[src/hw/audio_pkg.sv]
`default_nettype none

package audio_pkg;

    localparam int SAMPLE_W = 24;   // signed two's complement
    localparam int GAIN_W = 16;     // unsigned gain word
    localparam int GAIN_FRAC = 8;   // 0x0100 is unity
    localparam int NUM_RATE = 5;
    localparam int CH_BITS_MAX = 3; // up to 8 channels

    localparam logic [GAIN_W-1:0] GAIN_RESET = 16'h00ff;

    // one bit per class, bit 0 is 32 kHz
    localparam int unsigned RATE_HZ [NUM_RATE] = '{32000, 44100, 48000, 96000, 192000};

    // address tag, addr[11:8]
    typedef enum logic [3:0] {
        PAGE_VOL      = 4'h0,
        PAGE_NKMD_RST = 4'h4,
        PAGE_DBGOUT   = 4'h5,
        PAGE_DBGIN    = 4'h6,
        PAGE_RATE     = 4'h8,
        PAGE_UDATA    = 4'h9,
        PAGE_CDATA    = 4'ha
    } csr_page_e;

    typedef enum logic [1:0] {
        SC_IDLE,
        SC_LEFT,
        SC_RIGHT
    } scaler_state_e;

    typedef struct packed {
        logic [31:0] lo;
        logic [31:0] hi;
    } rate_win_t;

    // frame period window in clock cycles, nominal -3% .. +3%
    function automatic rate_win_t rate_window(input longint unsigned clk_hz, input int idx);
        rate_win_t w;
        longint unsigned den;
        den = longint'(RATE_HZ[idx]) * 100;
        w.lo = 32'(clk_hz * 97 / den);
        w.hi = 32'(clk_hz * 103 / den);
        return w;
    endfunction

endpackage

`default_nettype wire

[src/hw/spdif_status_capture.sv]
`timescale 1ns/100ps
`default_nettype none

module spdif_status_capture #(
    parameter int NUM_SPDIF_IN = 3,
    parameter int unsigned CLK_HZ = 24576000
) (
    input  wire clk,
    input  wire rst,

    // already decoded frames, one strobe per frame
    input  wire [NUM_SPDIF_IN-1:0] frame_i,
    input  wire [NUM_SPDIF_IN-1:0] ublk_i,   // frame 0 of a block
    input  wire [NUM_SPDIF_IN-1:0] ubit_i,
    input  wire [NUM_SPDIF_IN-1:0] cbit_i,

    output logic [NUM_SPDIF_IN*audio_pkg::NUM_RATE-1:0] rate_o,
    output logic [NUM_SPDIF_IN*192-1:0] udata_o,
    output logic [NUM_SPDIF_IN*192-1:0] cdata_o
);
    import audio_pkg::*;

    // slowest rate has the longest window
    localparam rate_win_t WIN_SLOW = rate_window(CLK_HZ, 0);
    localparam int CNT_W = $clog2(WIN_SLOW.hi + 1) + 1;
    localparam logic [7:0] LAST_FRAME = 8'd191;

    genvar k, r;
    generate
        for (k = 0; k < NUM_SPDIF_IN; k++) begin : g_in
            logic [CNT_W-1:0] cnt_q;     // cycles since last strobe
            logic [7:0] idx_q;           // next frame slot
            logic [7:0] idx_use;
            logic [NUM_RATE-1:0] in_win;
            logic [NUM_RATE-1:0] rate_q;
            logic [191:0] u_q;
            logic [191:0] c_q;

            // block start wins over the running index
            assign idx_use = ublk_i[k] ? 8'd0 : idx_q;

            for (r = 0; r < NUM_RATE; r++) begin : g_win
                localparam rate_win_t W = rate_window(CLK_HZ, r);
                localparam logic [CNT_W-1:0] LO = CNT_W'(W.lo);
                localparam logic [CNT_W-1:0] HI = CNT_W'(W.hi);

                assign in_win[r] = (cnt_q >= LO) && (cnt_q <= HI);
            end

            always_ff @(posedge clk) begin
                if (rst) begin
                    cnt_q <= '1;   // saturated, so first strobe gives rate 0
                    idx_q <= 8'd0;
                    rate_q <= '0;
                    u_q <= '0;
                    c_q <= '0;
                end else if (frame_i[k]) begin
                    cnt_q <= CNT_W'(1);
                    rate_q <= in_win;
                    u_q[idx_use] <= ubit_i[k];
                    c_q[idx_use] <= cbit_i[k];
                    idx_q <= (idx_use == LAST_FRAME) ? 8'd0 : idx_use + 8'd1;
                end else if (cnt_q != '1) begin
                    cnt_q <= cnt_q + 1'b1;
                end
            end

            assign rate_o[k*NUM_RATE +: NUM_RATE] = rate_q;
            assign udata_o[k*192 +: 192] = u_q;
            assign cdata_o[k*192 +: 192] = c_q;

            a_idx_range: assert property (@(posedge clk) disable iff (rst)
                idx_q <= LAST_FRAME);
        end
    endgenerate

endmodule

`default_nettype wire

[config.mk]
export PLATFORM = sky130hd
export DESIGN_NAME = spdif_status_capture
export DESIGN_NICKNAME = d
export VERILOG_FILES = /design/src/hw/audio_pkg.sv /design/src/hw/spdif_status_capture.sv
export SDC_FILE = /design/constraint.sdc
export NUM_CORES = 2
export LEC_CHECK = 0
export BUFFER_PORTS_ARGS = -buffer_cell sky130_fd_sc_hd__buf_4
export CORE_AREA = 4 4 460 462
export CTS_CLUSTER_DIAMETER = 60
export DETAILED_ROUTE_END_ITERATION = 10
export DIE_AREA = 0 0 464 466
export SLEW_MARGIN = 20
export SYNTH_ARGS = -nofsm -noshare
export SYNTH_HDL_FRONTEND = slang
export SYNTH_SLANG_ARGS = --single-unit
[constraint.sdc]
create_clock -name clk -period 5.93 [get_ports clk]
set_input_delay 1.186 -clock clk [delete_from_list [all_inputs] [get_ports clk]]
set_output_delay 1.186 -clock clk [all_outputs]
set_load 0.01 [all_outputs]
==> metrics.txt <==
Sw Ratio between 20% and 30%; period utilization just over 60%; sum of negative setup slack 0 ps; Synth cell types 82; Critical Path RT between 6000 and 7000 ps; crit path time final between 3000 and 4000 ps; post-synth top area cell dfxtp_1; critical path launch point type input port; clk_lat worst skew around 790 ps; final WL ~230,000 um; first-pass GRT wire length 328,000 um; # port buffers around 1,200; fin. max-slew vios 0; cts bufs inserted around 150; Worst Path Max Fanout 29; sequential-to-total area share from yosys stat between 40 and 50%; Final ANT Viol Nets 0; cell count after synthesis between 5,000 and 6,000; TritonRoute pass-1 iters 6; Detail Placement HPWL approximately 160,000 um; # setup viols final 0; vias in the first global route around 45,000; die width around 460 um; DR iter-0 viols ~5,900; peak supply drop ~0.23 mV; via count a little under 50,000; r2r worst-path depth 7; async set or reset register ratio after synthesis 0%; Final WS setup 2240 ps; mean post-synth cell area ~8.7 um^2; Die H 466 um; Area contributors post-synth dfxtp_1 (49%), mux2i_1 (11%), nand3_1 (6.7%); synth cell count leaders dfxtp_1 (1,224), nand3_1 (662), a21oi_1 (642), nor2_1 (618), o21ai_0 (617); Final nets between 6,000 and 7,000; # DRC 0; Crit Path Category in -> reg; DR WL/cell 24.7 um; Yosys top cell area share 49.2%; Final Instance Area 0.0657 mm^2; Yosys reg bits between 1,000 and 1,500; worst slew pin tran ~1200 ps; YS warnings 0; clock transition at the registers of the reported paths roughly 60 ps; pre-CTS WS 1680 ps; Final Skew roughly 40 ps; TritonCTS clock tree done; cell depth of the worst hold path 2; Post-synth EDFFs 0; most common cell in the netlist dfxtp_1; outcome finished clean; Crit. End Element flop; Final Hold Viols 0; clk sinks between 1,000 and 1,500; clock root buffer clkbuf_16; power per cell area ~280 mW/mm^2; worst r2r src g_in[2].idx_q[0]; net switching power 4.43 mW; post_cts resized 0; gr ovfl total 0; Vias/cell roughly 5.2; I/O Pins approximately 1,200; slew margin rel. between 10% and 20%; Max Freq around 270 MHz; WP data arrival 4320 ps; core area 0.207 mm^2; initial antenna violation count 1; Mapped Nets roughly 5,700; routability cong. ~0.88; Sequential Power Share 45.6%; max-cap viol count 0; Pleak between 20 and 30 nW; Crit Reg-Reg Endpoint g_in[2].c_q[131]; Comb pwr share 3.3%; hold_sp g_in[2].u_q[87]; site row count between 150 and 200; Int Pwr roughly 14 mW; full die area 0.216 mm^2; GRT Overall Usage between 20% and 30%; reg-to-reg slack, setup 2670 ps; clock power share about half; placed cell area ~0.061 mm^2; layout cells sized above 1 around 25%; min-delay worst type reg -> reg; unrepaired setup endpoints after global routing no; post-CTS setup buffer count 0; Most used DFF post-synth dfxtp_1; maximum number of pins on one net before global-route repair ~160; synthesis-to-finish area growth 31.9%; Max Root-Sink Buffers 3; H-tree depth 4; Initial Util about a quarter; area of the mapped netlist between 0.04 and 0.05 mm^2; hold worst-path end g_in[2].u_q[87]; CTS Hold Buffers Added 0
-- how the worst max path moves through the flow --
stage	from	end	slack (ps)	depth (start not counted)
CTS	ublk_i[2]	g_in[2].u_q[131]	2550	8
global placement	ublk_i[2]	g_in[2].u_q[172]	1700	7
finish	ublk_i[2]	g_in[2].c_q[131]	2240	8
floorplan	ublk_i[2]	g_in[2].idx_q[7]	2480	10
detailed placement	ublk_i[2]	g_in[2].u_q[131]	1680	8
global route	ublk_i[2]	g_in[2].u_q[131]	2270	8
-- critical path, stage by stage --
cell and delay [ps]:
buf_4 220, nand2b_1 230, inv_1 130, ha_1 360, and2_1 870, nand2_1 760, o31ai_1 440, a21oi_1 110
-- state kept, by name (all words and copies together) (netlist names) --
name,flops
g_in.rate_q,15
g_in.c_q,576
g_in.idx_q,24
g_in.cnt_q,33
g_in.u_q,576
-- layout by cell type (no fill, tap or decap), types with 23 or more instances in the layout --
| master | count |
|---|---|
| nand3_1 | 661 |
| nor4_4 | 23 |
| nand2_1 | 102 |
| dfxtp_1 | 1223 |
| o21ai_0 | 617 |
| o21ai_1 | 24 |
| nor2_1 | 590 |
| a21oi_1 | 642 |
| clkbuf_16 | 151 |
| mux2i_1 | 545 |
| clkbuf_8 | 30 |
| nand4_1 | 218 |
| inv_1 | 31 |
| clkbuf_1 | 34 |
| buf_4 | 1259 |
-- power by group through the flow --
stage | Clock, mW | Combinational, mW | Sequential, mW
floorplan | 0 | 0.444 | 8.45
global placement | 0 | 0.594 | 8.49
detailed placement | 0 | 0.602 | 8.49
CTS | 9.48 | 0.603 | 8.31
global route | 9.79 | 0.652 | 8.31
finish | 9.32 | 0.611 | 8.31
-- area by class of cell --
| cell class | count | area (um^2) |
|---|---|---|
| multi-input combinational | 3784 | 22700 |
| timing repair buffer | 1277 | 9770 |
| inverter | 31 | 116 |
| fill | 21400 | 141000 |
| sequential | 1224 | 24500 |
| antenna | 5 | 12.5 |
| clock buffer | 215 | 4320 |
| tap | 2788 | 3490 |
| clock inverter | 51 | 696 |
-- layer usage --
layer | part of all wire [%] | vias to the layer above | track usage [%]
li1 | - | 21700 | -
met1 | 37 | 23500 | 23.4
met2 | 46 | 2662 | 32.4
met3 | 11 | 460 | 6.64
met4 | 6.1 | 0 | 11.1
met5 | 0 | - | 0
-- logic make-up after synthesis --
group | Yosys count | share of synthesized area, %
AND/OR/NAND/NOR | 1815 | 18.7
AO/OA/AOI/OAI | 1390 | 14.7
flip-flops | 1224 | 49.2
buffers and inverters | 688 | 5.61
multiplexers | 545 | 11.0
adder cells (fa/ha/maj) | 21 | 0.528
XOR/XNOR | 13 | 0.229
-- stage by stage --
stage / std cells / total power [mW] / hold WS (ps) / util (%)
after floorplan: 5696 / 8.89 / 468 / -
after global placement: 9103 / 9.08 / 445 / 29.2
after detailed placement: 9103 / 9.09 / 454 / 29.3
after CTS: 9369 / 18.4 / 465 / 31.7
after global routing: 9370 / 18.8 / 483 / 31.7
final: 9375 / 18.2 / 462 / 31.7
Note: power is estimated with default switching activity, not from simulation.
