### src/hw/audio_pkg.sv
`default_nettype none

package audio_pkg;

    localparam int SAMPLE_W = 24;   // signed two's complement
    localparam int GAIN_W = 16;     // unsigned gain word
    localparam int GAIN_FRAC = 8;   // 0x0100 is unity
    localparam int NUM_RATE = 5;
    localparam int CH_BITS_MAX = 3; // up to 8 channels

    localparam logic [GAIN_W-1:0] GAIN_RESET = 16'h00ff;

    // one bit per class, bit 0 is 32 kHz
    localparam int unsigned RATE_HZ [NUM_RATE] = '{32000, 44100, 48000, 96000, 192000};

    // address tag, addr[11:8]
    typedef enum logic [3:0] {
        PAGE_VOL      = 4'h0,
        PAGE_NKMD_RST = 4'h4,
        PAGE_DBGOUT   = 4'h5,
        PAGE_DBGIN    = 4'h6,
        PAGE_RATE     = 4'h8,
        PAGE_UDATA    = 4'h9,
        PAGE_CDATA    = 4'ha
    } csr_page_e;

    typedef enum logic [1:0] {
        SC_IDLE,
        SC_LEFT,
        SC_RIGHT
    } scaler_state_e;

    typedef struct packed {
        logic [31:0] lo;
        logic [31:0] hi;
    } rate_win_t;

    // frame period window in clock cycles, nominal -3% .. +3%
    function automatic rate_win_t rate_window(input longint unsigned clk_hz, input int idx);
        rate_win_t w;
        longint unsigned den;
        den = longint'(RATE_HZ[idx]) * 100;
        w.lo = 32'(clk_hz * 97 / den);
        w.hi = 32'(clk_hz * 103 / den);
        return w;
    endfunction

endpackage

`default_nettype wire

### src/hw/volume_scaler.sv
`timescale 1ns/100ps
`default_nettype none

module volume_scaler #(
    parameter int NUM_CH = 8
) (
    input  wire clk,
    input  wire rst,

    input  wire [NUM_CH*32-1:0] vol_i,   // {r, l} gain pair per channel
    input  wire empty_i,
    input  wire [audio_pkg::CH_BITS_MAX-1:0] ch_i,
    input  wire signed [audio_pkg::SAMPLE_W-1:0] l_i,
    input  wire signed [audio_pkg::SAMPLE_W-1:0] r_i,

    output logic pop_o,
    output logic out_valid_o,
    output logic [audio_pkg::CH_BITS_MAX-1:0] out_ch_o,
    output logic signed [audio_pkg::SAMPLE_W-1:0] out_l_o,
    output logic signed [audio_pkg::SAMPLE_W-1:0] out_r_o
);
    import audio_pkg::*;

    localparam int PROD_W = SAMPLE_W + GAIN_W + 1;
    localparam logic signed [SAMPLE_W-1:0] S_MAX = {1'b0, {(SAMPLE_W-1){1'b1}}};
    localparam logic signed [SAMPLE_W-1:0] S_MIN = {1'b1, {(SAMPLE_W-1){1'b0}}};

    scaler_state_e state_q;
    logic [CH_BITS_MAX-1:0] ch_q;
    logic signed [SAMPLE_W-1:0] l_q;
    logic signed [SAMPLE_W-1:0] r_q;
    logic signed [SAMPLE_W-1:0] mul_a;
    logic [GAIN_W-1:0] mul_g;
    logic signed [PROD_W-1:0] prod;
    logic signed [PROD_W-1:0] shifted;
    logic signed [SAMPLE_W-1:0] sat;

    assign pop_o = (state_q == SC_IDLE) && !empty_i;

    // one multiplier, left half then right half
    assign mul_a = (state_q == SC_LEFT) ? l_q : r_q;
    assign mul_g = (state_q == SC_LEFT) ? vol_i[ch_q*32 +: GAIN_W]
                                        : vol_i[ch_q*32 + 16 +: GAIN_W];
    assign prod = mul_a * $signed({1'b0, mul_g});
    assign shifted = prod >>> GAIN_FRAC;

    // clip to 24 bit when the upper bits are not a plain sign extension
    always_comb begin
        if (&shifted[PROD_W-1:SAMPLE_W-1] || ~|shifted[PROD_W-1:SAMPLE_W-1]) begin
            sat = shifted[SAMPLE_W-1:0];
        end else begin
            sat = shifted[PROD_W-1] ? S_MIN : S_MAX;
        end
    end

    always_ff @(posedge clk) begin
        if (rst) begin
            state_q <= SC_IDLE;
            out_valid_o <= 1'b0;
        end else begin
            out_valid_o <= (state_q == SC_RIGHT);   // both halves done
            case (state_q)
                SC_IDLE:  if (pop_o) state_q <= SC_LEFT;
                SC_LEFT:  state_q <= SC_RIGHT;
                default:  state_q <= SC_IDLE;
            endcase
        end
    end

    always_ff @(posedge clk) begin
        if (pop_o) begin
            ch_q <= ch_i;
            l_q <= l_i;
            r_q <= r_i;
        end
        if (state_q == SC_LEFT) out_l_o <= sat;
        if (state_q == SC_RIGHT) out_r_o <= sat;
    end

    assign out_ch_o = ch_q;   // held until the next pop lands

endmodule

`default_nettype wire

### config.mk
export PLATFORM = sky130hd
export DESIGN_NAME = volume_scaler
export DESIGN_NICKNAME = d
export VERILOG_FILES = /design/src/hw/audio_pkg.sv /design/src/hw/volume_scaler.sv
export SDC_FILE = /design/constraint.sdc
export NUM_CORES = 1
export LEC_CHECK = 0
export BUFFER_PORTS_ARGS = -buffer_cell sky130_fd_sc_hd__buf_2
export CORE_ASPECT_RATIO = 0.6
export CORE_MARGIN = 2
export CORE_UTILIZATION = 59
export CTS_BUF_LIST = sky130_fd_sc_hd__clkbuf_4
export CTS_CLUSTER_SIZE = 28
export DETAILED_ROUTE_END_ITERATION = 16
export GPL_ROUTABILITY_DRIVEN = 0
export PLACE_DENSITY = 0.87
export REMOVE_ABC_BUFFERS = 1
export SLEW_MARGIN = 20
export SYNTH_ARGS = -nofsm -noshare
export SYNTH_HDL_FRONTEND = slang
export SYNTH_SLANG_ARGS = --single-unit
### constraint.sdc
create_clock -name clk -period 11.05 [get_ports clk]
set_input_delay 1.6575 -clock clk [delete_from_list [all_inputs] [get_ports clk]]
set_output_delay 1.6575 -clock clk [all_outputs]
set_load 0.05 [all_outputs]
==> summary.txt <==
GRT
  – GR Util All Layers: 35.2%
  – Met2 Usage GRT: 51.5%
  – Total gr overflow: 0
  – Antenna violations before repair: 11
  – First-pass GRT wire length: 92.4 mm
  – Global routing usage on met1: 46.5%
  – Largest net degree at the start of global routing: 84
  – Global routing's busiest layer: met2
  – Vias in the first global route: 17.0k
  – M3 GR Usage: 15.9%

Synthesis
  – Post-synth cell types: 67
  – Synth area leaders: fa_1 38%, edfxtp_1 15%, inv_1 8.7%, mux4_2 8.6%, ha_1 6.3%
  – Post-synth EDFFs: 99
  – Ys Warns: 0
  – Seq cells post-synth: 102
  – Synth area leader: fa_1
  – Cells after Synth: 1937
  – Mapped Area: 19700 µm²
  – Register area share after synthesis: 15.4%
  – Post-Syn Area per Cell: 10.2 µm²
  – Top_reg_cell synth: edfxtp_1
  – Yosys top cell area share: 38.2%
  – Post-synthesis async set-or-reset flop share: 0%

Timing
  – Final min period: 9.70 ns
  – Final setup violation count: 0
  – Final period util: 87.8%
  – RSZ-0062 raised after global routing: false
  – Fmax: 103 MHz
  – Endpoints failing hold: 0
  – Slew HR: 24.3%
  – Clock Skews: 0.0212 ns
  – Actual slew at the worst max-slew pin: 1.14 ns
  – Max-slew violations: 0

Critical path
  – Kind of cell adding the most delay to the critical path: adder cells
  – Crit path kind: reg2reg
  – Largest fanout on the critical path: 83
  – Critical-path cell with the highest stage delay: mux4_2
  – CP Data Required Time: 11.38 ns
  – Reg2reg setup slack: 1.35 ns
  – Crit path buf inv count: 7
  – Most used cell, CP: fa_1
  – Setup crit end kind: flop
  – CP Data Arrival Time: 10.03 ns
  – CP peak stage delay: 0.59 ns
  – Startpoint class of the critical path: flop

Job
  – Max-Cap Viols: 0

Floorplanning
  – Core area: 32600 µm²
  – Initial core utilization: 60.3%
  – Ports: 363
  – Row cnt: 51
  – Chip height: 145 µm
  – Die width: 240 µm
  – Die area: 34900 µm²

Drt
  – Detailed Routing Iterations Pass 1: 6
  – WL final: 59.2 mm
  – Vias after detailed routing: 15.8k
  – Post-route ant nets: 0
  – Post-route DRC violation count: 0
  – Vias/cell: 5.86
  – DR WL/cell: 22.0 µm
  – 1st-iter DRT viols: 1624

Cells and area
  – Syn-to-layout area delta: 11.5%
  – Share of cells above drive strength 1: 23.6%
  – Reg area: 3030 µm²
  – Layout Cells excl Fill: 2692
  – Final instance area: 21900 µm²
  – # fillers: 2433
  – Nets: 3012
  – Area of the multi-input gates: 14500 µm²

CTS
  – Post-CTS sizing: 0
  – # hold bufs at CTS: 0
  – CTS Buffer Depth: 2
  – CTS tree: yes
  – # clock sinks: 102
  – H-tree Lvls: 3
  – Post-CTS Setup Bufs: 0
  – Worst-path clk slew: 0.17 ns
  – Root Buffer: clkbuf_4
  – Clock latency at the later pin of the worst-skew pair: 0.60 ns
  – Num CTS Buffers: 9

Placed design
  – Placed Instance Area: 21800 µm²
  – DP HPWL: 49.7 mm
  – IO Port Bufs: 362
  – Inst Count DP: 2667

Status
  – Status: finished clean

Min path
  – Hold WC Path Type: reg2reg
flip-flops by register name, indices dropped and copies added (netlist names):
signal and count:
out_l_o 24, r_q 24, out_valid_o 1, out_ch_o 3, out_r_o 24, state_q 2, l_q 24
cell type report:
cell class	instances	area share (%)
Multi-Input combinational cell	1281	66.1
Inverter	456	7.80
Antenna cell	9	0.103
Timing Repair Buffer	378	8.86
Tap cell	450	2.57
Sequential cell	102	13.8
Clock inverter	7	0.411
Clock buffer	9	0.308
kinds of logic after synthesis:
logic type / share of synthesized area (%)
xor+xnor: 1.69
simple gates: 10.5
buf+inv: 11.0
flops: 15.4
compound gates: 5.25
fa+ha+maj: 44.5
mux: 11.7
stage by stage:
| step | utilization [%] | hold slack (ns) | worst slack, ns | setup TNS, ns |
|---|---|---|---|---|
| detailed placement | 66.7 | 0.549 | 1.14 | 0 |
| floorplan | - | 0.433 | -5.88 | -277.50 |
| global route | 67.3 | 0.606 | 0.848 | 0 |
| global placement | 66.7 | 0.490 | 1.43 | 0 |
| finish | 67.3 | 0.574 | 1.35 | 0 |
| CTS | 67.2 | 0.577 | 1.49 | 0 |
per-layer routing:
layer,vias up,share of wire [%]
met4,8,3.8
li1,6614,-
met3,196,16
met5,-,0.098
met2,1260,43
met1,7707,37
synth_stat cells, types with 4 or more instances:
cell type / instances
inv_1: 456
fa_1: 375
nand2_1: 252
nor2_1: 133
edfxtp_1: 99
ha_1: 99
mux4_2: 75
clkbuf_1: 48
and2_1: 40
buf_2: 39
a21oi_1: 36
mux2_2: 29
mux2i_1: 29
o21ai_1: 25
o21ai_0: 24
xnor2_1: 24
nand4_1: 13
xor2_1: 12
a21o_1: 10
nand2b_1: 8
nor2b_1: 7
nor3_1: 7
and3_1: 6
nand3_1: 6
o21a_1: 6
o21bai_1: 6
a211oi_1: 5
a21oi_2: 5
a31oi_1: 5
buf_1: 5
buf_6: 4
or3_1: 4
worst reg2reg max path: cells and delay by family (launching register included):
family	cells	cell delay, ns
AOI/OAI and AO/OA	10	2.76
adders and majority gates	7	3.38
DFF	1	0.47
muxes	2	1.04
and+or+nand+nor	2	0.52
buffers and inverters	7	1.27
worst paths after layout:
check        cells past startpoint                 endpoint               startpoint
min reg2reg                      1  state_q[0]$_SDFFE_PP0P_  state_q[0]$_SDFFE_PP0P_
max                             28     out_l_o[1]$_DFFE_PP_  state_q[0]$_SDFFE_PP0P_
max reg2reg                     28     out_l_o[1]$_DFFE_PP_  state_q[0]$_SDFFE_PP0P_
min                              1  state_q[0]$_SDFFE_PP0P_  state_q[0]$_SDFFE_PP0P_
cell usage in the layout, fill, tap and decap left out, drive strengths merged, types with 8 or more instances in the layout:
| cell | n |
|---|---|
| ha | 99 |
| diode | 9 |
| mux2i | 29 |
| buf | 378 |
| a21oi | 41 |
| nor2 | 134 |
| inv | 459 |
| o21ai | 52 |
| mux4 | 75 |
| nand4 | 13 |
| nand2 | 252 |
| fa | 375 |
| nand2b | 8 |
| xnor2 | 25 |
| and2 | 40 |
| a21o | 10 |
| edfxtp | 99 |
| xor2 | 12 |
| clkbuf | 9 |
| mux2 | 29 |
Power is left out: the tool's default activity adds up to more than one toggle a clock period on the data nets, which glitch-free logic cannot reach.
