### src/hw/audio_pkg.sv
`default_nettype none

package audio_pkg;

    localparam int SAMPLE_W = 24;   // signed two's complement
    localparam int GAIN_W = 16;     // unsigned gain word
    localparam int GAIN_FRAC = 8;   // 0x0100 is unity
    localparam int NUM_RATE = 5;
    localparam int CH_BITS_MAX = 3; // up to 8 channels

    localparam logic [GAIN_W-1:0] GAIN_RESET = 16'h00ff;

    // one bit per class, bit 0 is 32 kHz
    localparam int unsigned RATE_HZ [NUM_RATE] = '{32000, 44100, 48000, 96000, 192000};

    // address tag, addr[11:8]
    typedef enum logic [3:0] {
        PAGE_VOL      = 4'h0,
        PAGE_NKMD_RST = 4'h4,
        PAGE_DBGOUT   = 4'h5,
        PAGE_DBGIN    = 4'h6,
        PAGE_RATE     = 4'h8,
        PAGE_UDATA    = 4'h9,
        PAGE_CDATA    = 4'ha
    } csr_page_e;

    typedef enum logic [1:0] {
        SC_IDLE,
        SC_LEFT,
        SC_RIGHT
    } scaler_state_e;

    typedef struct packed {
        logic [31:0] lo;
        logic [31:0] hi;
    } rate_win_t;

    // frame period window in clock cycles, nominal -3% .. +3%
    function automatic rate_win_t rate_window(input longint unsigned clk_hz, input int idx);
        rate_win_t w;
        longint unsigned den;
        den = longint'(RATE_HZ[idx]) * 100;
        w.lo = 32'(clk_hz * 97 / den);
        w.hi = 32'(clk_hz * 103 / den);
        return w;
    endfunction

endpackage

`default_nettype wire

### src/hw/csr.sv
`timescale 1ns/100ps
`default_nettype none

module csr #(
    parameter int NUM_CH = 8,
    parameter int NUM_SPDIF_IN = 3
) (
    input  wire clk,
    input  wire rst,

    // host byte bus
    input  wire [11:0] addr_i,
    input  wire ack_i,           // write strobe
    input  wire [7:0] data_i,
    output logic [7:0] data_o,   // one cycle after addr_i

    output logic [NUM_CH*32-1:0] vol_o,   // page 0
    output logic nkmd_rst_o,              // page 4
    input  wire [127:0] nkmd_dbgout_i,    // page 5, read only
    output logic [127:0] nkmd_dbgin_o,    // page 6
    input  wire [NUM_SPDIF_IN*audio_pkg::NUM_RATE-1:0] rate_i,  // page 8
    input  wire [NUM_SPDIF_IN*192-1:0] udata_i,                 // page 9
    input  wire [NUM_SPDIF_IN*192-1:0] cdata_i                  // page a
);
    import audio_pkg::*;

    localparam int DBG_BYTES = 16;
    localparam int VOL_BYTES = NUM_CH * 4;
    localparam int CAP_BYTES = NUM_SPDIF_IN * 24;

    csr_page_e page;
    logic [7:0] offset;
    logic [7:0] rdata;

    assign page = csr_page_e'(addr_i[11:8]);
    assign offset = addr_i[7:0];

    // write side
    always_ff @(posedge clk) begin
        if (rst) begin
            vol_o <= {(NUM_CH * 2){GAIN_RESET}};
            nkmd_rst_o <= 1'b1;   // dsp held in reset until host releases it
            nkmd_dbgin_o <= '0;
        end else if (ack_i) begin
            case (page)
                PAGE_VOL: begin
                    if (int'(offset) < VOL_BYTES) begin
                        vol_o[offset*8 +: 8] <= data_i;
                    end
                end
                PAGE_NKMD_RST: begin
                    if (offset == 8'd0) begin
                        nkmd_rst_o <= data_i[0];
                    end
                end
                PAGE_DBGIN: begin
                    if (int'(offset) < DBG_BYTES) begin
                        nkmd_dbgin_o[offset*8 +: 8] <= data_i;
                    end
                end
                default: ;   // read-only or unmapped
            endcase
        end
    end

    // read mux, unmapped reads give 0
    always_comb begin
        rdata = 8'h00;
        case (page)
            PAGE_VOL:
                if (int'(offset) < VOL_BYTES) rdata = vol_o[offset*8 +: 8];
            PAGE_NKMD_RST:
                if (offset == 8'd0) rdata = {7'd0, nkmd_rst_o};
            PAGE_DBGOUT:
                if (int'(offset) < DBG_BYTES) rdata = nkmd_dbgout_i[offset*8 +: 8];
            PAGE_DBGIN:
                if (int'(offset) < DBG_BYTES) rdata = nkmd_dbgin_o[offset*8 +: 8];
            PAGE_RATE:
                if (int'(offset) < NUM_SPDIF_IN) begin
                    rdata = 8'(rate_i[offset*NUM_RATE +: NUM_RATE]);
                end
            PAGE_UDATA:
                if (int'(offset) < CAP_BYTES) rdata = udata_i[offset*8 +: 8];
            PAGE_CDATA:
                if (int'(offset) < CAP_BYTES) rdata = cdata_i[offset*8 +: 8];
            default: rdata = 8'h00;
        endcase
    end

    always_ff @(posedge clk) begin
        data_o <= rdata;
    end

    // host must stay inside the gain table
    a_vol_offset: assert property (@(posedge clk) disable iff (rst)
        (ack_i && page == PAGE_VOL) |-> (int'(offset) < VOL_BYTES));

endmodule

`default_nettype wire

### config.mk
export PLATFORM = sky130hd
export DESIGN_NAME = csr
export DESIGN_NICKNAME = d
export VERILOG_FILES = /design/src/hw/audio_pkg.sv /design/src/hw/csr.sv
export SDC_FILE = /design/constraint.sdc
export NUM_CORES = 2
export LEC_CHECK = 0
export BUFFER_PORTS_ARGS = -buffer_cell sky130_fd_sc_hd__buf_2
export CAP_MARGIN = 40
export CORE_AREA = 2 2 660 662
export CTS_BUF_LIST = sky130_fd_sc_hd__clkbuf_8
export CTS_CLUSTER_SIZE = 25
export DETAILED_ROUTE_END_ITERATION = 8
export DIE_AREA = 0 0 662 664
export GPL_ROUTABILITY_DRIVEN = 0
export PLACE_DENSITY_LB_ADDON = 0.08
export SYNTH_ARGS = -nofsm -noshare
export SYNTH_HDL_FRONTEND = slang
export SYNTH_SLANG_ARGS = --single-unit
### constraint.sdc
create_clock -name clk -period 4.5 [get_ports clk]
set_input_delay 0 -clock clk [delete_from_list [all_inputs] [get_ports clk]]
set_output_delay 0 -clock clk [all_outputs]
set_load 0.02 [all_outputs]
==> summary.txt <==
Power
  • Maximum vdd drop: 0.000207 V
  • Reg power frac: 0.310
  • Overall power: 11.2 mW
  • Cell-internal power: 7.08 mW
  • Static leakage: 19.1 nW
  • Sw power: 4.14 mW
  • Comb power frac: 0.296
  • Sw Ratio: 0.369
  • Clk pwr share: 0.393
  • Power density cells: 229 nW/um^2

Clock network
  • Max H-tree Level: 3
  • CTS Hold Bufs: 33
  • CTS clk-pin slew, worst paths: 0.07 ns
  • CTS tree: built
  • Clock Sink Count: 393
  • Clock root buffer: clkbuf_8
  • Longest Clk Path Bufs: 3
  • Setup bufs post-CTS: 0
  • Worst-Skew Late Latency: 0.86 ns
  • TritonCTS buffer count: 97
  • Resized cells post-CTS: 0

Synth
  • Mapped Cells: 2775
  • Ranking of synthesized cells by area: mux4_2 33%, dfxtp_1 26%, mux2i_1 8.3%
  • Synth Register Bits: 393
  • Prevailing post-synth register cell: dfxtp_1
  • Post-synth top area share: 0.331
  • Sequential element share of the synthesized area: 0.263
  • Yosys warns: 0
  • Post-Syn Area: 29900 sq um
  • Asr flop ratio synth: 0
  • Post-synth cell types: 82
  • Syn nets: 4096
  • Post-synth EDFFs: 0
  • Mean Syn Cell Area: 10.8 sq um
  • Largest area contributor in the netlist: mux4_2

STA
  • Final period utilization: 0.942
  • Worst-margin pin slew: 0.924 ns
  • RSZ-0062 raised after global routing: false
  • Final hold vios: 0
  • Min Hold Slack: 0.101 ns
  • # setup viols final: 0
  • Worst Skew: 0.0967 ns
  • Rel. slew slack: 0.367
  • Final min period: 4.24 ns
  • Fmax: 236 MHz
  • Slew Viols, Final: 0

Hold path
  • Hold Crit Class: in -> reg
  • Hold path start: addr_i[8]
  • Hold path endpoint: data_o[1]
  • Hold Crit Depth: 4

Placement
  • Post-DP HPWL: 298000 um
  • Buffers added on ports: 1710
  • Cell count after placement: 10200
  • Dpl cell area: 46700 sq um

Finish
  • Share of post-route cells with drive strength above 1: 0.588
  • P&R area growth vs syn: 63.7%
  • Seq. cell area: 7870 sq um
  • Post-Route Utilization: 0.113
  • Area of the multi-input gates: 20700 sq um
  • Layout Nets: 5887
  • Layout Cells excl Fill: 10400
  • Final Cell Area: 48900 sq um
  • Fillers: 50000

Setup path
  • CP Capture Type: flip-flop
  • Register-to-Register Path Depth: 8
  • Worst EP required: 5.19 ns
  • Startpoint Class: input pin
  • Crit-path max FO: 46
  • Reg2Reg Launch Point: nkmd_dbgin_o[23]
  • CP arrival: 4.93 ns
  • RR Endpoint: data_o[7]
  • WS Path Type: in -> reg
  • Register-to-register setup slack: 1.15 ns

GRT
  • Vias in the first global route: 36700
  • Largest net degree at the start of global routing: 85
  • Initial antenna violation count: 112
  • Overflow after GRT: 0
  • GRT Total Usage: 0.154
  • Global-route wire length before repair: 438000 um

Route
  • Via density: 3.36
  • DR WL/cell: 34.0 um
  • Final ANT Viol Nets: 0
  • Drt pass-1 iters: 5
  • Residual DRC: 0
  • Initial DRC count: 2242
  • DRT Wirelength: 354000 um
  • Vias: 35000

Floorplanning
  • CORE AREA: 433000 sq um
  • DIE WIDTH: 662 um
  • Row Count: 242
  • Die height: 664 um
  • DIE AREA: 440000 sq um
  • Effective utilization at floorplan: 0.0691
  • # IOs: 1711

Run status
  • Outcome: complete, no violations

Run
  • Max Cap Violations: 0
worst max-delay path, stage by stage:
cell and delay, ns:
dlygate4sd3_1 0.57, buf_8 0.34, buf_12 0.31, buf_12 0.38, mux4_2 0.58, nand2_1 0.10, a21oi_1 0.11, buf_4 0.21
buf_4 0.14, a41oi_1 0.21, a41oi_2 0.14, dlygate4sd3_1 0.60, or3_1 0.30, dlygate4sd3_1 0.55
power by group through the flow:
stage	logic [mW]	registers, mW	clock network, mW
CTS	3.54	3.48	4.72
floorplan	1.30	3.56	0
detailed placement	3.50	3.56	0
global placement	3.48	3.56	0
finish	3.33	3.48	4.41
global route	3.56	3.48	4.81
cells in the final DEF (no fill, tap or decap), drive strengths merged, types with 6 or more instances in the layout:
cell type       n
dlygate4sd3    33
a211oi          7
o21ai         119
and3           22
o31ai          27
buf          1974
nand3          91
o311ai         13
a22o            8
nand2b         18
mux4          439
nor3           25
and2            8
mux2i         247
nor2          120
mux2            7
a31o          101
inv            38
dfxtp         393
nor4          121
a221oi          6
nand4          69
clkinv          9
a31oi          13
a21oi         113
a22oi          34
clkbuf        109
nand2         289
diode          50
or4            11
o211ai         55
a32oi           7
o22ai           8
nor2b          14
worst max path at each step:
stage | slack, ns | startpoint | endpoint | cells after the start
floorplan | 0.53 | addr_i[1] | vol_o[159] | 17
global placement | -0.09 | addr_i[0] | data_o[7] | 9
detailed placement | 0.19 | addr_i[0] | data_o[0] | 11
CTS | 0.36 | addr_i[0] | data_o[5] | 14
global route | 0.17 | addr_i[0] | data_o[5] | 14
finish | 0.26 | addr_i[0] | data_o[5] | 14
layout make-up:
class / count / share of cell area
multi-input combinational: 2057 / 0.424
timing repair buffer: 2008 / 0.229
sequential: 393 / 0.161
tap: 5734 / 0.147
clock buffer: 108 / 0.0304
clock inverter: 42 / 0.00547
antenna: 50 / 0.00256
inverter: 9 / 0.00105
sequential cells by signal, indices dropped and copies added (netlist names):
name,flops
vol_o,256
nkmd_dbgin_o,128
nkmd_rst_o,1
data_o,8
layer usage:
metal	routed length [um]	global-route usage	vias to the layer above
met5	152	0	-
met4	5640	0.0278	24
met3	17200	0.0241	261
met2	192000	0.297	1424
met1	139000	0.178	18400
li1	-	-	14900
stage by stage:
stage | TNS, ns | setup WS [ns]
finish | 0 | 0.262
global route | 0 | 0.172
CTS | 0 | 0.363
detailed placement | 0 | 0.188
global placement | -0.0894 | -0.0894
floorplan | 0 | 0.525
synthesized netlist by cell type (all sizes together) (69+ instances only):
master    n
a21oi   113
a31o    101
buf     132
clkbuf  184
dfxtp   393
mux2i   247
mux4    439
nand2   289
nand3    91
nand4    69
nor2    120
nor4    121
o21ai   119
kinds of logic after synthesis:
family | synth area share
flip-flops | 0.263
AO/OA/AOI/OAI | 0.127
buffers and inverters | 0.0489
multiplexers | 0.416
XOR/XNOR | 0.00117
AND/OR/NAND/NOR | 0.142
adder cells (fa/ha/maj) | 0.00126
No activity file was read; power rests on OpenSTA's default activity.
