`src/hw/audio_pkg.sv`:
```
`default_nettype none

package audio_pkg;

    localparam int SAMPLE_W = 24;   // signed two's complement
    localparam int GAIN_W = 16;     // unsigned gain word
    localparam int GAIN_FRAC = 8;   // 0x0100 is unity
    localparam int NUM_RATE = 5;
    localparam int CH_BITS_MAX = 3; // up to 8 channels

    localparam logic [GAIN_W-1:0] GAIN_RESET = 16'h00ff;

    // one bit per class, bit 0 is 32 kHz
    localparam int unsigned RATE_HZ [NUM_RATE] = '{32000, 44100, 48000, 96000, 192000};

    // address tag, addr[11:8]
    typedef enum logic [3:0] {
        PAGE_VOL      = 4'h0,
        PAGE_NKMD_RST = 4'h4,
        PAGE_DBGOUT   = 4'h5,
        PAGE_DBGIN    = 4'h6,
        PAGE_RATE     = 4'h8,
        PAGE_UDATA    = 4'h9,
        PAGE_CDATA    = 4'ha
    } csr_page_e;

    typedef enum logic [1:0] {
        SC_IDLE,
        SC_LEFT,
        SC_RIGHT
    } scaler_state_e;

    typedef struct packed {
        logic [31:0] lo;
        logic [31:0] hi;
    } rate_win_t;

    // frame period window in clock cycles, nominal -3% .. +3%
    function automatic rate_win_t rate_window(input longint unsigned clk_hz, input int idx);
        rate_win_t w;
        longint unsigned den;
        den = longint'(RATE_HZ[idx]) * 100;
        w.lo = 32'(clk_hz * 97 / den);
        w.hi = 32'(clk_hz * 103 / den);
        return w;
    endfunction

endpackage

`default_nettype wire

```
`src/hw/sample_fifo.sv`:
```
`timescale 1ns/100ps
`default_nettype none

module sample_fifo #(
    parameter int FIFO_DEPTH = 8   // power of two
) (
    input  wire clk,
    input  wire rst,

    input  wire push_i,
    input  wire [audio_pkg::CH_BITS_MAX-1:0] ch_i,
    input  wire signed [audio_pkg::SAMPLE_W-1:0] l_i,
    input  wire signed [audio_pkg::SAMPLE_W-1:0] r_i,
    input  wire pop_i,

    output logic empty_o,
    output logic full_o,
    output logic ovf_o,   // sticky, push while full
    output logic [audio_pkg::CH_BITS_MAX-1:0] ch_o,
    output logic signed [audio_pkg::SAMPLE_W-1:0] l_o,
    output logic signed [audio_pkg::SAMPLE_W-1:0] r_o
);
    import audio_pkg::*;

    localparam int AW = $clog2(FIFO_DEPTH);

    logic [CH_BITS_MAX-1:0] ch_mem [FIFO_DEPTH];
    logic signed [SAMPLE_W-1:0] l_mem [FIFO_DEPTH];
    logic signed [SAMPLE_W-1:0] r_mem [FIFO_DEPTH];
    logic [AW:0] wp_q;   // extra msb tells full from empty
    logic [AW:0] rp_q;

    assign empty_o = (wp_q == rp_q);
    assign full_o = (wp_q[AW] != rp_q[AW]) && (wp_q[AW-1:0] == rp_q[AW-1:0]);

    always_ff @(posedge clk) begin
        if (rst) begin
            wp_q <= '0;
            rp_q <= '0;
            ovf_o <= 1'b0;
        end else begin
            if (push_i && !full_o) wp_q <= wp_q + 1'b1;
            if (push_i && full_o) ovf_o <= 1'b1;   // item dropped
            if (pop_i && !empty_o) rp_q <= rp_q + 1'b1;
        end
    end

    always_ff @(posedge clk) begin
        if (push_i && !full_o) begin
            ch_mem[wp_q[AW-1:0]] <= ch_i;
            l_mem[wp_q[AW-1:0]] <= l_i;
            r_mem[wp_q[AW-1:0]] <= r_i;
        end
    end

    // fall-through read port
    assign ch_o = ch_mem[rp_q[AW-1:0]];
    assign l_o = l_mem[rp_q[AW-1:0]];
    assign r_o = r_mem[rp_q[AW-1:0]];

    // consumer only pops when something is there
    a_no_pop_empty: assert property (@(posedge clk) disable iff (rst)
        !(pop_i && empty_o));

endmodule

`default_nettype wire

```
`config.mk`:
```
export PLATFORM = sky130hd
export DESIGN_NAME = sample_fifo
export DESIGN_NICKNAME = d
export VERILOG_FILES = /design/src/hw/audio_pkg.sv /design/src/hw/sample_fifo.sv
export SDC_FILE = /design/constraint.sdc
export NUM_CORES = 1
export LEC_CHECK = 0
export BUFFER_PORTS_ARGS = -buffer_cell sky130_fd_sc_hd__buf_2
export CORE_MARGIN = 2
export CORE_UTILIZATION = 52
export DETAILED_ROUTE_END_ITERATION = 7
export MAX_ROUTING_LAYER = met4
export PLACE_DENSITY = 0.7
export SYNTH_ARGS = -nofsm -noshare
export SYNTH_HDL_FRONTEND = slang
export SYNTH_SLANG_ARGS = --single-unit
```
`constraint.sdc`:
```
create_clock -name clk -period 22.7 [get_ports clk]
set_input_delay 4.54 -clock clk [delete_from_list [all_inputs] [get_ports clk]]
set_output_delay 4.54 -clock clk [all_outputs]
set_load 0.01 [all_outputs]
```
==> results.py, run 1 <==
metrics = {
    "sta": {
        "timing.clock.skew_ns": 0.0103,
        "final_critical_path_time_including_i_o_delays_and_setup_ns": 8.35,
        "final_critical_path_setup_slack_ns": 14.35,
        "maxClockFrequency_mhz": 120,
        "slew_headroom": 0.361,
        "min_period_over_period": 0.368,
        "grt_setup_unrepaired": "false",
        "report.final.slew_viol_count": 0,
        "timing.setup.tns_ns": 0,
        "finalHoldViolations": 0,
        "timing.final.setup_violations": 0,
        "worst_pin_slew_ns": 0.959,
    },
    "synthesis": {
        "synth_top_flop_cell": "sky130_fd_sc_hd__edfxtp_1",
        "ys_seq_area_frac": 0.786,
        "synthesis.nets": 719,
        "synth-compound-area-share": 0.00472,
        "post-synth-top-area-fraction": 0.771,
        "synthesis.area_um2": 15900,
        "synth.most_common_cell": "sky130_fd_sc_hd__edfxtp_1",
        "yosysWarnings": 0,
        "synth_common_cells": "sky130_fd_sc_hd__edfxtp_1, sky130_fd_sc_hd__mux4_2, sky130_fd_sc_hd__mux2_2",
        "yosys.area_share.xor_xnor": 0.00433,
        "fraction_of_synthesized_area_in_multiplexers": 0.182,
        "synth_edf_count": 408,
        "synth_cell_types": 31,
        "syn_inst": 662,
        "ys_top_cells_by_area": "sky130_fd_sc_hd__edfxtp_1, sky130_fd_sc_hd__mux4_2, sky130_fd_sc_hd__mux2_2, sky130_fd_sc_hd__dfxtp_1, sky130_fd_sc_hd__buf_2",
        "yosys.area_share.simple": 0.0116,
        "synth_area_in_adders": 0.00157,
        "yosys.area.top_type": "sky130_fd_sc_hd__edfxtp_1",
        "syn_avg_cell_area_um2": 24.0,
        "synth_top_family_by_area": "multiplexers",
        "yosys_register_bits": 420,
        "async_reset_ff_frac": 0,
    },
    "worst_hold_path": {
        "hold_path_end": "ovf_o$_SDFFE_PP0P_",
        "min_path_cells": 2,
        "hold_path_startpoint": "ovf_o$_SDFFE_PP0P_",
        "hold_path_class": "flop to flop",
    },
    "grt": {
        "grt_overflow_total": 0,
        "antenna_found_initial": 5,
        "grt_max_degree": 55,
        "grt_first_pass_wirelength_um": 43500,
        "grt_usage": 0.192,
        "first_global_vias": 7387,
    },
    "placed_design": {
        "postPlaceCellArea_um2": 16900,
        "post-dp-hpwl_um": 15000,
        "place_worst_setup_slack_ns": 14.78,
        "buffer_ports.inserted": 108,
        "routabilityCongestion": 0.739,
    },
    "final_layout": {
        "final_cell_area_um2": 18300,
        "area_of_the_multi_input_gates_um2": 3290,
        "fill_cells": 2055,
        "num-nets-final": 848,
        "layout-drive-gt1-share": 0.427,
        "area_growth_synth_to_finish_pct": 15.2,
        "regArea_um2": 12500,
    },
    "route": {
        "detailedRoute.firstIterationViolations": 729,
        "detail_route.first_pass.iterations": 5,
        "routedWlPerCell_um": 23.7,
        "detail-route-antenna-nets": 0,
        "drt-vias-per-instance": 5.77,
        "drc_errors": 0,
        "num_vias": 7071,
        "totalWireLength_um": 29000,
    },
    "outcome": {
        "run_status": "complete, no violations",
    },
    "power_and_ir_drop": {
        "report.power.total_mw": 1.78,
        "irDropWorstVdd_mv": 0.0524,
        "power_leakage_nw": 5.84,
        "power_density_nw_per_um2": 97.4,
    },
    "die": {
        "placement_rows": 64,
        "die-width_um": 179,
        "chipHeight_um": 179,
        "start_util": 0.524,
        "design.core.area_um2": 30300,
        "pin_count": 109,
        "dieArea_um2": 32000,
    },
    "clocking": {
        "tritoncts.num_buffers": 41,
        "clk_transition_reported_paths_ns": 0.06,
        "ctsHtreeMaxLevel": 2,
        "postCtsResizedCells": 0,
        "cts_tree": "built",
        "number_of_sinks_on_the_clock_net": 420,
        "cts_buffer_depth": 3,
        "cts_stage_hold_buffer_count": 0,
        "worst_skew_pair.late_latency_ns": 0.52,
        "post-cts-setup-buffer-count": 0,
        "ctsRootBufferMaster": "sky130_fd_sc_hd__clkbuf_16",
    },
    "worst_setup_path": {
        "worstPathMaxFanout": 45,
        "path_class": "flop to output pin",
        "timing.rr.start": "wp_q[1]$_SDFFE_PP0P_",
        "critical_path.endpoint_type": "output pin",
        "timing.critical_path.from_type": "flop",
        "worst-endpoint-arrival_ns": 3.81,
        "worstReg2RegEnd": "ch_mem[0][1]$_DFFE_PP_",
        "reg2reg_setup_slack_ns": 19.71,
        "critical_path_required_ns": 18.16,
        "r2r_cells": 5,
    },
    "run": {
        "drv_cap": 0,
    },
}
worst max path at each step:
stage	startpoint	endpoint	slack, ns	cells after the start
2_1_floorplan	push_i	ch_mem[3][0]$_DFFE_PP_	12.22	2
3_3_place_gp	flop	l_o[9]	14.82	5
3_5_place_dp	flop	l_o[9]	14.78	5
4_1_cts	flop	l_o[9]	14.22	5
5_1_grt	flop	l_o[9]	14.01	5
6_report	flop	l_o[9]	14.35	5
worst max-delay path, stage by stage, from the launching register on:
cell,delay (ns)
sky130_fd_sc_hd__dfxtp_4,0.71
sky130_fd_sc_hd__buf_4,0.61
sky130_fd_sc_hd__buf_4,0.82
sky130_fd_sc_hd__mux4_2,0.60
sky130_fd_sc_hd__mux2_2,0.32
sky130_fd_sc_hd__buf_2,0.15
kinds of logic after synthesis:
kind of cell / Yosys count
DFF: 420
muxes: 155
buffers and inverters: 35
and+or+nand+nor: 33
AOI/OAI and AO/OA: 10
xor gates and xnor gates: 7
adders and majority gates: 2
power by group:
group          switching (mW)  internal, mW
clock network           0.272         0.406
logic                  0.0992         0.116
registers              0.0185         0.872
per-stage QoR:
step | hold slack [ns] | util | instances
CTS | 0.491 | 0.603 | 1220
global placement | 0.452 | 0.557 | 1144
floorplan | 0.492 | - | 662
finish | 0.478 | 0.603 | 1225
detailed placement | 0.475 | 0.557 | 1144
global route | 0.519 | 0.603 | 1225
state kept, by name, indices dropped and copies added (netlist names), named ones only:
register  cells
wp_q          4
l_mem       192
rp_q          4
r_mem       192
ch_mem       24
ovf_o         1
layer usage:
metal	part of all wire	global-route usage	up-vias
met5	0	-	-
met4	0.020	0.0501	0
met3	0.068	0.0409	46
met2	0.50	0.306	229
met1	0.41	0.256	3721
li1	-	-	3075
area by class of cell:
class                      count  area share
tap                          396      0.0271
antenna                        5    0.000683
inverter                       3    0.000615
clock buffer                  46      0.0599
multi-input combinational    207       0.180
sequential                   420       0.683
clock inverter                30      0.0154
timing repair buffer         118      0.0336
cell usage in the layout (no fill, tap or decap), drive strengths merged:
master,count
mux2i,2
xor2,6
nor4b,2
edfxtp,408
clkinvlp,3
clkbuf,46
nand3b,1
ha,2
a21oi,4
o21ai,2
and2,1
inv,5
buf,118
nor4,2
nor3b,2
or3,5
nor2,11
o41ai,2
diode,5
xnor2,1
nor3,1
a31oi,2
nand2,5
mux2,51
nor2b,1
nand4,2
dfxtp,12
bufinv,5
mux4,102
clkinv,20
No activity file was read; power rests on OpenSTA's default activity.
==> run 2, diff against run 1 <==
ABC_AREA = 1   (was unset)
clock period = 8.55 ns   (was 22.7 ns; I/O delays follow)
==> results.py, run 2 <==
metrics = {
    "outcome": {
        "run_status": "complete, no violations",
    },
    "clocking": {
        "postCtsResizedCells": 0,
        "tritoncts.num_buffers": 42,
        "cts_buffer_depth": 3,
        "worst_skew_pair.late_latency_ns": 0.53,
        "cts_tree": "built",
        "ctsRootBufferMaster": "sky130_fd_sc_hd__clkbuf_16",
        "post-cts-setup-buffer-count": 0,
        "number_of_sinks_on_the_clock_net": 420,
        "cts_stage_hold_buffer_count": 0,
        "clk_transition_reported_paths_ns": 0.06,
        "ctsHtreeMaxLevel": 2,
    },
    "route": {
        "num_vias": 10200,
        "detail-route-antenna-nets": 0,
        "drc_errors": 0,
        "drt-vias-per-instance": 5.43,
        "detail_route.first_pass.iterations": 5,
        "totalWireLength_um": 33900,
        "detailedRoute.firstIterationViolations": 1009,
        "routedWlPerCell_um": 18.0,
    },
    "final_layout": {
        "area_of_the_multi_input_gates_um2": 3630,
        "layout.cells.most_common_list": "sky130_fd_sc_hd__edfxtp_1, sky130_fd_sc_hd__nor2_1, sky130_fd_sc_hd__nand2_1",
        "finish.utilization": 0.594,
        "regArea_um2": 12500,
        "area_growth_synth_to_finish_pct": 13.0,
        "fill_cells": 2436,
        "layout-drive-gt1-share": 0.128,
        "layout.cells.most_common": "sky130_fd_sc_hd__edfxtp_1",
        "num-nets-final": 1503,
    },
    "worst_setup_path": {
        "critical_path_cell_by_cell": "inv_6 -> buf_4 -> o21ai_0 -> o21ai_1 -> nand2_1 -> nand2_1 -> buf_2",
        "timing.critical_path.slowest_cell_delay_ns": 0.97,
        "critPathTopFamily": "buffers and inverters",
        "path_common_cell": "sky130_fd_sc_hd__nand2_1",
        "critical_path.endpoint_type": "output pin",
        "path_class": "flop to output pin",
        "worst-endpoint-arrival_ns": 3.52,
        "slowest_stage": "sky130_fd_sc_hd__buf_4",
        "timing.critical_path.from_type": "flop",
        "buffer_and_inverter_count_on_the_worst_path": 3,
        "critical_path_required_ns": 6.84,
        "worstPathMaxFanout": 114,
    },
    "grt": {
        "grt_max_degree": 115,
        "first_global_vias": 9929,
        "grt_overflow_total": 0,
        "antenna_found_initial": 7,
        "grt_first_pass_wirelength_um": 53500,
        "grt_usage": 0.214,
    },
    "die": {
        "pin_count": 109,
        "start_util": 0.526,
        "dieArea_um2": 33300,
        "design.core.area_um2": 31500,
        "die-width_um": 182,
        "chipHeight_um": 182,
        "placement_rows": 65,
    },
    "sta": {
        "finalHoldViolations": 0,
        "timing.clock.skew_ns": 0.0160,
        "worst_pin_slew_ns": 1.18,
        "final_critical_path_setup_slack_ns": 3.32,
        "slew_headroom": 0.214,
        "report.final.slew_viol_count": 0,
        "timing.setup.tns_ns": 0,
        "final_critical_path_time_including_i_o_delays_and_setup_ns": 5.23,
        "maxClockFrequency_mhz": 191,
        "min_period_over_period": 0.611,
        "timing.final.setup_violations": 0,
        "grt_setup_unrepaired": "false",
    },
    "synthesis": {
        "synthesis.area_um2": 16500,
        "synth_top_flop_cell": "sky130_fd_sc_hd__edfxtp_1",
        "ys_top_cells_by_area": "sky130_fd_sc_hd__edfxtp_1, sky130_fd_sc_hd__nor2_1, sky130_fd_sc_hd__o21ai_0, sky130_fd_sc_hd__nand2_1, sky130_fd_sc_hd__o21ai_1",
        "synthesis.nets": 1416,
        "async_reset_ff_frac": 0,
        "yosys_register_bits": 420,
        "synth_cell_types": 18,
        "synth.most_common_cell": "sky130_fd_sc_hd__edfxtp_1",
        "yosysWarnings": 0,
        "ys_seq_area_frac": 0.755,
        "post-synth-top-area-fraction": 0.740,
        "syn_inst": 1359,
        "synth_common_cells": "sky130_fd_sc_hd__edfxtp_1, sky130_fd_sc_hd__nor2_1, sky130_fd_sc_hd__nand2_1",
        "syn_avg_cell_area_um2": 12.2,
        "yosys.area.top_type": "sky130_fd_sc_hd__edfxtp_1",
        "synth_edf_count": 408,
    },
    "worst_hold_path": {
        "hold_path_class": "flop to flop",
    },
    "run": {
        "drv_cap": 0,
    },
    "placed_design": {
        "place_worst_setup_slack_ns": 3.90,
        "routabilityCongestion": 0.740,
        "post-dp-hpwl_um": 16300,
        "buffer_ports.inserted": 108,
    },
    "power_and_ir_drop": {
        "irDropWorstVdd_mv": 0.176,
        "power_density_nw_per_um2": 248,
        "power_leakage_nw": 6.57,
    },
}
-- run 2: cell families after synthesis --
family,synth area share
simple gates,0.119
flops,0.755
compound gates,0.0956
buf+inv,0.0289
fa+ha+maj,0.00151
-- run 2: final cells by class --
| class | count | area share |
|---|---|---|
| antenna | 7 | 0.000937 |
| clock buffer | 60 | 0.0643 |
| clock inverter | 13 | 0.00576 |
| inverter | 21 | 0.00448 |
| multi-input combinational | 839 | 0.194 |
| sequential | 420 | 0.669 |
| tap | 402 | 0.0269 |
| timing repair buffer | 122 | 0.0345 |
-- run 2: worst paths after layout --
check / startpoint / endpoint / slack [ns] / cells after the start
worst min-delay path: ovf_o$_SDFFE_PP0P_ / ovf_o$_SDFFE_PP0P_ / 0.46 / 2
worst max register to register: wp_q[2]$_SDFFE_PP0P_ / l_mem[6][19]$_DFFE_PP_ / 5.65 / 7
worst max-delay path: flop / ch_o[1] / 3.32 / 7
worst min register to register: ovf_o$_SDFFE_PP0P_ / ovf_o$_SDFFE_PP0P_ / 0.46 / 2
-- run 2: worst reg2reg max path, stage by stage (launching register included) --
cell	delay [ns]
sky130_fd_sc_hd__dfxtp_1	0.42
sky130_fd_sc_hd__inv_1	0.09
sky130_fd_sc_hd__nand2_1	0.06
sky130_fd_sc_hd__nand2_1	0.08
sky130_fd_sc_hd__nand4_1	0.29
sky130_fd_sc_hd__nand3_1	0.41
sky130_fd_sc_hd__nor2_4	0.44
sky130_fd_sc_hd__buf_4	0.71
-- run 2: metrics by stage --
step	std cells	area [um^2]	total power [mW]	hold slack [ns]
after global placement	1804	17400	2.93	0.430
after CTS	1877	18700	4.68	0.468
after global routing	1884	18700	4.85	0.501
final	1884	18700	4.64	0.462
after detailed placement	1804	17400	2.95	0.456
after floorplan	1359	16500	2.76	0.468
-- run 2: power breakdown --
part,leakage [nW],switching (mW),internal (mW)
Clock,0.642,0.709,1.03
Sequential,3.81,0.0477,2.31
Combinational,2.13,0.365,0.179
-- run 2: per-layer routing --
metal / up-vias / track usage / share of wire
met5: - / - / 0
met4: 0 / 0.0532 / 0.015
met3: 44 / 0.0417 / 0.063
met2: 278 / 0.341 / 0.47
met1: 4962 / 0.286 / 0.45
li1: 4952 / - / -
